### src/rtl/adapter_pkg.sv
// link word format for the host adapter; one value per output word, sample at most payload_bits
`default_nettype none

package adapter_pkg;

    // link word layout
    localparam int word_bits      = 32;
    localparam int soft_reset_bit = 31;  // input only, asks for a soft reset
    localparam int last_bit       = 30;  // end of vector, in and out
    localparam int payload_bits   = 30;  // bits 29..0 carry the value

    // sample width out of the host's converter
    localparam int default_value_bits = 18;

    // length of the channel vector the model produces
    localparam int default_channels = 10;

endpackage

`default_nettype wire

### src/rtl/vector_stream_if.sv
// channel-vector stream between window and serializer; valid/stall handshake, no clock inside
`default_nettype none

interface vector_stream_if #(
    parameter int value_bits = adapter_pkg::default_value_bits,
    parameter int channels   = adapter_pkg::default_channels
);

    logic signed [value_bits-1:0] data [channels];  // channel 0 holds the newest sample
    logic                         valid;
    logic                         last;   // vector closes a host frame
    logic                         stall;  // receiver is busy, hold everything

    // producer side
    modport source (
        output data,
        output valid,
        output last,
        input  stall
    );

    // consumer side
    modport sink (
        input  data,
        input  valid,
        input  last,
        output stall
    );

endinterface

`default_nettype wire

### src/rtl/sample_window.sv
// sliding sample window standing in for the model; holds one output vector, channels must be at least 2
`default_nettype none

module sample_window #(
    parameter int value_bits = adapter_pkg::default_value_bits,
    parameter int channels   = adapter_pkg::default_channels
) (
    input  logic                         clock,
    input  logic                         reset,

    input  logic signed [value_bits-1:0] sample,
    input  logic                         sample_valid,
    input  logic                         sample_last,
    output logic                         sample_stall,

    vector_stream_if.source              vec
);

    logic signed [value_bits-1:0] history      [channels];  // newest at index 0
    logic signed [value_bits-1:0] next_history [channels];
    logic                         accept;

    // only blocked while a finished vector waits on the serializer
    assign sample_stall = vec.valid && vec.stall;
    assign accept       = sample_valid && !sample_stall;

    // history after shifting in the current sample
    always_comb begin
        next_history[0] = sample;
        for (int k = 1; k < channels; k++) begin
            next_history[k] = history[k-1];
        end
    end

    always_ff @(posedge clock) begin
        if (reset) begin
            for (int k = 0; k < channels; k++) begin
                history[k] <= '0;  // missing samples read as zero
            end
        end else if (accept) begin
            for (int k = 0; k < channels; k++) begin
                // a frame end starts the next frame from an empty window
                history[k] <= sample_last ? '0 : next_history[k];
            end
        end
    end

    // output vector register
    always_ff @(posedge clock) begin
        if (reset) begin
            vec.valid <= 1'b0;
            vec.last  <= 1'b0;
        end else if (accept) begin
            vec.valid <= 1'b1;
            vec.last  <= sample_last;
        end else if (!vec.stall) begin
            vec.valid <= 1'b0;  // taken by the serializer
        end
    end

    always_ff @(posedge clock) begin
        if (accept) begin
            vec.data <= next_history;  // the emitted vector includes the last sample
        end
    end

    // the serializer must always get a chance at a vector once offered
    vector_held: assert property (
        @(posedge clock) disable iff (reset)
        vec.valid && vec.stall |=> vec.valid && $stable(vec.last)
    );

endmodule

`default_nettype wire

### src/rtl/stream_adapter_top.sv
// host link adapter; value_bits must not exceed payload_bits, soft reset drops any vector still in flight
`default_nettype none

module stream_adapter_top #(
    parameter int value_bits = adapter_pkg::default_value_bits,
    parameter int channels   = adapter_pkg::default_channels
) (
    input  logic                              clock,
    input  logic                              reset,     // synchronous, active high

    input  logic [adapter_pkg::word_bits-1:0] in_data,
    input  logic                              in_valid,

    output logic [adapter_pkg::word_bits-1:0] out_data,
    output logic                              out_valid,

    input  logic                              downstream_stall,
    output logic                              upstream_stall
);

    import adapter_pkg::*;

    logic [word_bits-1:0]         in_word;
    logic                         in_word_valid;
    logic                         in_stage_stall;
    logic                         soft_reset;
    logic                         core_reset;
    logic                         is_sample;
    logic signed [value_bits-1:0] sample;
    logic                         sample_stall;
    logic [value_bits-1:0]        ser_value;
    logic                         ser_valid;
    logic                         ser_last;
    logic                         out_stage_stall;
    logic [word_bits-1:0]         ser_word;

    vector_stream_if #(.value_bits(value_bits), .channels(channels)) vec_stream ();

    // input side only sees the hard reset, so the request word itself gets consumed
    stream_register in_stage (
        .clock(clock), .reset(reset),
        .in_data(in_data), .in_valid(in_valid),
        .out_data(in_word), .out_valid(in_word_valid),
        .downstream_stall(in_stage_stall), .upstream_stall(upstream_stall)
    );

    // decode the registered word
    assign soft_reset = in_word_valid && in_word[soft_reset_bit];  // an idle bus never resets
    assign is_sample  = in_word_valid && !in_word[soft_reset_bit];
    assign core_reset = reset || soft_reset;
    assign sample     = signed'(in_word[value_bits-1:0]);  // bits above the sample are ignored

    // reset words never wait, so upstream_stall is low while one is held
    assign in_stage_stall = is_sample && sample_stall;

    sample_window #(.value_bits(value_bits), .channels(channels)) window (
        .clock(clock), .reset(core_reset),
        .sample(sample), .sample_valid(is_sample),
        .sample_last(in_word[last_bit]), .sample_stall(sample_stall),
        .vec(vec_stream.source)
    );

    vector_serializer #(.value_bits(value_bits), .channels(channels)) serializer (
        .clock(clock), .reset(core_reset),
        .vec(vec_stream.sink),
        .out_value(ser_value), .out_valid(ser_valid), .out_last(ser_last),
        .downstream_stall(out_stage_stall)
    );

    // output word format
    always_comb begin
        ser_word                   = '0;                       // bit 31 stays clear
        ser_word[payload_bits-1:0] = payload_bits'(ser_value);  // zero-extended
        ser_word[last_bit]         = ser_last;
    end

    stream_register out_stage (
        .clock(clock), .reset(core_reset),
        .in_data(ser_word), .in_valid(ser_valid),
        .out_data(out_data), .out_valid(out_valid),
        .downstream_stall(downstream_stall), .upstream_stall(out_stage_stall)
    );

endmodule

`default_nettype wire

### src/rtl/stream_register.sv
// one-word register stage for link words; no skid buffer, so upstream stalls whenever it is full and blocked
`default_nettype none

module stream_register (
    input  logic                           clock,
    input  logic                           reset,

    input  logic [adapter_pkg::word_bits-1:0] in_data,
    input  logic                           in_valid,

    output logic [adapter_pkg::word_bits-1:0] out_data,
    output logic                           out_valid,

    input  logic                           downstream_stall,
    output logic                           upstream_stall
);

    logic load;

    assign load = !out_valid || !downstream_stall;  // empty, or the held word leaves now
    assign upstream_stall = out_valid && downstream_stall;

    always_ff @(posedge clock) begin
        if (reset) begin
            out_valid <= 1'b0;
        end else if (load) begin
            out_valid <= in_valid;
        end
    end

    // payload only moves with a load
    always_ff @(posedge clock) begin
        if (load && in_valid) begin
            out_data <= in_data;
        end
    end

    // a blocked word must still be there, unchanged, on the next edge
    held_word_stable: assert property (
        @(posedge clock) disable iff (reset)
        out_valid && downstream_stall |=> out_valid && $stable(out_data)
    );

endmodule

`default_nettype wire

### src/rtl/vector_serializer.sv
// sends one buffered vector as channels words, channel 0 first; takes no new vector until the last word leaves
`default_nettype none

module vector_serializer #(
    parameter int value_bits = adapter_pkg::default_value_bits,
    parameter int channels   = adapter_pkg::default_channels
) (
    input  logic                  clock,
    input  logic                  reset,

    vector_stream_if.sink         vec,

    output logic [value_bits-1:0] out_value,
    output logic                  out_valid,
    output logic                  out_last,
    input  logic                  downstream_stall
);

    localparam int index_bits = (channels > 1) ? $clog2(channels) : 1;
    localparam logic [index_bits-1:0] last_index = index_bits'(channels - 1);

    logic signed [value_bits-1:0] data_buffer [channels];
    logic                         buffer_valid;
    logic                         buffer_last;
    logic [index_bits-1:0]        index;        // channel on the output now
    logic                         load;
    logic                         send;

    assign load = vec.valid && !buffer_valid;
    assign send = buffer_valid && !downstream_stall;

    assign vec.stall = buffer_valid;  // one vector at a time

    always_ff @(posedge clock) begin
        if (reset) begin
            buffer_valid <= 1'b0;
            buffer_last  <= 1'b0;
            index        <= '0;
        end else if (load) begin
            buffer_valid <= 1'b1;
            buffer_last  <= vec.last;
            index        <= '0;
        end else if (send) begin
            if (index == last_index) begin
                buffer_valid <= 1'b0;  // final channel went out
                index        <= '0;
            end else begin
                index <= index + 1'b1;
            end
        end
    end

    always_ff @(posedge clock) begin
        if (load) begin
            data_buffer <= vec.data;
        end
    end

    // two's complement bits passed as they are, top level zero-extends
    assign out_value = unsigned'(data_buffer[index]);
    assign out_valid = buffer_valid;
    assign out_last  = buffer_last && (index == last_index);

    // index must wrap at the final channel, never step past it
    index_in_range: assert property (
        @(posedge clock) disable iff (reset)
        buffer_valid |-> int'(index) < channels
    );

endmodule

`default_nettype wire

### config.mk
export PLATFORM = sky130hd
export DESIGN_NAME = stream_adapter_top
export DESIGN_NICKNAME = d
export VERILOG_FILES = /design/src/rtl/adapter_pkg.sv /design/src/rtl/vector_stream_if.sv /design/src/rtl/sample_window.sv /design/src/rtl/stream_adapter_top.sv /design/src/rtl/stream_register.sv /design/src/rtl/vector_serializer.sv
export SDC_FILE = /design/constraint.sdc
export NUM_CORES = 1
export LEC_CHECK = 0
export BUFFER_PORTS_ARGS = -buffer_cell sky130_fd_sc_hd__buf_2
export CAP_MARGIN = 25
export CELL_PAD_IN_SITES_DETAIL_PLACEMENT = 1
export CELL_PAD_IN_SITES_GLOBAL_PLACEMENT = 1
export CORE_AREA = 5 5 280 172
export CTS_CLUSTER_SIZE = 14
export DETAILED_ROUTE_END_ITERATION = 12
export DIE_AREA = 0 0 285 177
export HOLD_SLACK_MARGIN = 0.02
export PLACE_DENSITY_LB_ADDON = 0.1
export SYNTH_ARGS = -nofsm -noshare
export SYNTH_HDL_FRONTEND = slang
export SYNTH_HIERARCHICAL = 1
export SYNTH_SLANG_ARGS = --single-unit
### constraint.sdc
create_clock -name clock -period 26.4 [get_ports clock]
set_input_delay 2.64 -clock clock [delete_from_list [all_inputs] [get_ports clock]]
set_output_delay 2.64 -clock clock [all_outputs]
set_load 0.05 [all_outputs]
== Yosys cells after proc, flatten, opt, wreduce, memory -nomap -nowiden ==
Memory sizes are Yosys's and may differ from the RTL's.
Index checks and enable logic that the tools add are counted.

* Input port bits: 36
* Memory bits (writable): 180
* Memories: 1
* Output and inout port bits: 34
* Logic and storage cells: 106
* Register bits: 421

{| class="wikitable"
|+ Memories
! name !! depth !! bits a word !! read ports !! clocked after memory_dff !! wr ports !! line !! text
|-
| window.history || 10 || 18 || 9 || 0 || 10 || sample_window.sv:19 || <nowiki>logic signed [value_bits-1:0] history [channels];</nowiki>
|}

* Muxes and demuxes: 34
* $lt $le $gt $ge: 1
* Bitwise operators: 11
* Add/subtract/negate cells: 1
* Equal/unequal tests: 2
* Reduce and logical (&&, ||, !) cells: 27

{| class="wikitable"
|+ Operators with widths
! operator !! count
|-
| two-way mux 18 bit || 22
|-
| binary-select mux 18 bit (select 4 bit) || 1
|-
| logical AND 1 bit || 12
|-
| two-way mux 1 bit || 10
|-
| OR 1 bit || 10
|-
| logical NOT 1 bit || 8
|-
| >= comparator 5 bit, second input constant || 1
|-
| inverter 4 -> 5 bit || 1
|-
| adder 4 x 1 -> 4 bit, second input constant || 1
|-
| equality test 4 bit, second input constant || 1
|-
| two-way mux 4 bit || 1
|-
| nonzero test 2 bit || 2
|-
| logical OR 1 bit || 3
|-
| inequality test 2 bit, second input constant || 1
|-
| AND reduction 2 bit || 1
|-
| OR reduction 2 bit || 1
|}

== Depth between registers and ports, before layout ==
* Depth in word-level cells: 7
* Gate-level depth with buffers: 7
* Depth with buffers taken out: 5

== Cells and area by module ==
Netlist, hierarchy kept.

{| class="wikitable"
|+ Modules (own cells, without submodules)
! module !! instances !! area each (um^2) !! seq. area each (um^2) !! cells each
|-
| sample_window || 1 || 13153.9 || 10309.9 || 569
|-
| vector_serializer || 1 || 7193.1 || 5525.3 || 363
|-
| stream_register || 2 || 1007.2 || 980.9 || 37
|-
| stream_adapter_top || 1 || 31.3 || 0.0 || 4
|}

== Worst setup path after synthesis ==
No wires, ideal clock.

* Path type: register -> register
* Start point: register serializer.buffer_valid, in the netlist serializer/out_valid
* End point: register serializer.index[1]
* Library setup time: 0.132 ns
* Path buffers: 0
* Stages on the path, launching flop included: 4
* Period minus slack after synthesis: 9.473 ns
* Path slack: 16.927 ns
* Arrival: 9.342 ns
* Data required time: 26.268 ns
* Path through: dfxtp_1 nor2b_1 or2_2 nor3b_1

* Cells in the longest elaborated chain, start to end: 3
* Elaborated cells between the ends (all ways): 4
* Those cells by class: reduce/logical: 4

{| class="wikitable"
|+ RTL lines
! item !! line !! text
|-
| from (decl) || vector_serializer.sv:23 || <nowiki>logic buffer_valid;</nowiki>
|-
| from (signal assigned) || vector_serializer.sv:36 || <nowiki>buffer_valid <= 1'b0;</nowiki>
|-
| from (signal assigned) || vector_serializer.sv:40 || <nowiki>buffer_valid <= 1'b1;</nowiki>
|-
| from (signal assigned) || vector_serializer.sv:45 || <nowiki>buffer_valid <= 1'b0;</nowiki>
|-
| logical NOT 1 bit || -- ||
|-
| logical AND 1 bit || vector_serializer.sv:29 || <nowiki>assign load = vec.valid && !buffer_valid;</nowiki>
|-
| via serializer.load || vector_serializer.sv:26 || <nowiki>logic load;</nowiki>
|-
| OR reduction 2 bit (no line) || -- ||
|-
| to (signal assigned) || vector_serializer.sv:48 || <nowiki>index <= index + 1'b1;</nowiki>
|-
| to (decl) || vector_serializer.sv:25 || <nowiki>logic [index_bits-1:0] index;</nowiki>
|}

The timed path passes the listed nets, and every way through them passes these cells.
A chain may end at the register's enable or synchronous reset.

==> metrics.md <==
| Metric | Value |
|---|---|
| Status | complete, no violations |
| Drt wl/cell | 23.0 um |
| Critical path class | in -> reg |
| Routed Antenna Nets | 0 |
| Vias | approximately 9300 |
| Fin Clk Skew | 0.0170 ns |
| Buf/Inv on CP | 4 |
| Reg clk slew, reported paths | ~0.06 ns |
| Area growth syn-to-layout | 11.2% |
| Crit path from | reset |
| Largest net degree at the start of global routing | ~140 |
| Avg Inst Size Synth | ~22 sq um |
| Core area | roughly 46000 sq um |
| Vias in the first global route | about 9700 |
| GRT Util Overall | around 16% |
| Synthesis Warnings | 6 |
| Most frequent cells in the layout | edfxtp_1, nor4b_2, buf_2 |
| Largest stage delay on the critical path | 0.87 ns |
| DR pass1 iterations | 5 |
| H-tree Lvls | 2 |
| Clk sinks | between 500 and 600 |
| Antenna violations before repair | 5 |
| Crit Reg-Reg Startpoint | in_stage/out_valid |
| CP max-delay cell | buf_4 |
| Clock latency on the worst-skew pair | 0.57 ns |
| Routed wire length | about 39000 um |
| P per Cell Area | approximately 76 nW/um^2 |
| RD Place Congestion | between 0.6 and 0.7 |
| Grt ovf | 0 |
| Mapped Cells | ~1000 |
| Row count | 61 |
| Crit Path Max Fanout | 59 |
| Crit path time final | roughly 5.4 ns |
| Initial drt markers | between 500 and 600 |
| Antenna cell count | 0 |
| Worst min path class | reg -> reg |
| Port buffer count | 57 |
| Post-DP HPWL | between 20000 and 25000 um |
| Slew Viols, Final | 0 |
| Reg2reg end | window/history[0][15] |
| Mapped Area | ~22000 sq um |
| Fmax | around 190 MHz |
| Hold-fix buffers at CTS | 0 |
| CTS tree | yes |
| Num CTS Buffers | between 50 and 60 |
| Final setup vio count | 0 |
| Hold Slack | between 0.4 and 0.5 ns |
| Die height | around 180 um |
| Share of cells above drive strength 1 | around 32% |
| Maximum VDD drop | 0.0582 mV |
| Initial Util | between 40% and 50% |
| CP cell instances | buf_2 > a21o_4 > buf_4 > buf_4 > buf_4 > nor4b_2 |
| CP endpoint kind | flip-flop |
| Vias per inst | ~5.5 |
| Final Cycle Share | about a fifth |
| Min-Delay Startpoint | window/vec.data[146] |
| Commonest non-fill, non-tap cell in the layout | edfxtp_1 |
| Critical Path RT | roughly 27 ns |
| Die ar. | ~50000 sq um |
| Filler Cells Inserted | ~4000 |
| Max_cap viols | 0 |
| Final hold violation count | 0 |
| # resized after CTS | 0 |
| First-pass GRT wire length | approximately 61000 um |
| Critical path launch point type | input pin |
| CP delay by family, top | buffers and inverters |
| Total negative setup slack | 0 ns |
| CP Data Arrival Time | 5.66 ns |
| Worst path depth | 6 |
| Post-CTS setup repair buffer count | 0 |
| Top-Level Pins | 70 |
| CP dominant cell by count | buf_4 |
| R2R depth | 5 |
| R2R Setup Slk | 22.73 ns |
| Root buffer cell | clkbuf_16 |
| End point of the critical path | window/history[0][15] |
| Leakage | about 7.5 nW |
| Residual DRC | 0 |
| Die Width | between 200 and 300 um |
| CTS max path bufs | 3 |
| Unrepaired setup endpoints after global routing | false |
| Worst-margin pin slew | approximately 1.2 ns |
| Fin nets | about 1100 |
| Slew headroom | 20.1% |
==> routing by layer <==
| layer | global-route usage, % | share of wire [%] |
|---|---|---|
| met1 | 23.5 | 47 |
| met2 | 24.8 | 46 |
| met3 | 3.22 | 5.5 |
| met4 | 3.00 | 1.4 |
| met5 | 0 | 0 |
==> worst min-delay path by stage <==
stage,to,cells after the start
floorplan,serializer/data_buffer[0],0
global placement,serializer/data_buffer[4],0
detailed placement,serializer/data_buffer[10],0
CTS,serializer/data_buffer[2],0
global route,serializer/data_buffer[165],0
finish,serializer/data_buffer[146],0
==> through the flow <==
stage	util, %	power, mW	setup WS, ns	instance area [sq um]	std cells
floorplan	-	1.13	16.93	22100	1010
global placement	50.0	1.14	20.44	22800	1611
detailed placement	50.1	1.15	20.37	22800	1612
CTS	53.7	1.89	21.00	24500	1705
global route	53.8	1.95	20.86	24500	1706
finish	53.8	1.87	21.02	24500	1706
==> power breakdown <==
part / internal [mW] / switching (mW) / total, mW
logic: 0.0163 / 0.0460 / 0.0623
clock network: 0.420 / 0.320 / 0.740
registers: 1.05 / 0.0120 / 1.06
==> sequential cells by signal, indices dropped and copies added (netlist names) <==
register / count
window/vec.last: 1
window/vec.valid: 1
in_stage/out_valid: 1
in_stage/out_data: 20
serializer/buffer_last: 1
window/history: 162
out_stage/out_data: 32
out_stage/out_valid: 1
serializer/data_buffer: 180
window/vec.data: 180
serializer/index: 4
serializer/out_valid: 1
==> area by class of cell <==
cell class                 count  area, sq um  share of cell area, %
clock buffer                  74         1490                   6.07
timing repair buffer          80          508                   2.07
clock inverter                19          170                  0.694
multi-input combinational    348         4130                   16.9
sequential                   584        17400                   71.2
inverter                       3         18.8                 0.0766
tap                          598          748                   3.05
==> worst reg2reg max path, delay by kind of cell, from the launching register on <==
family	cells	cell delay, ns
buffers and inverters	3	2.29
AND/OR/NAND/NOR	1	0.18
AO/OA/AOI/OAI	1	0.52
flip-flops	1	0.40
No activity file was read; power rests on OpenSTA's default activity.
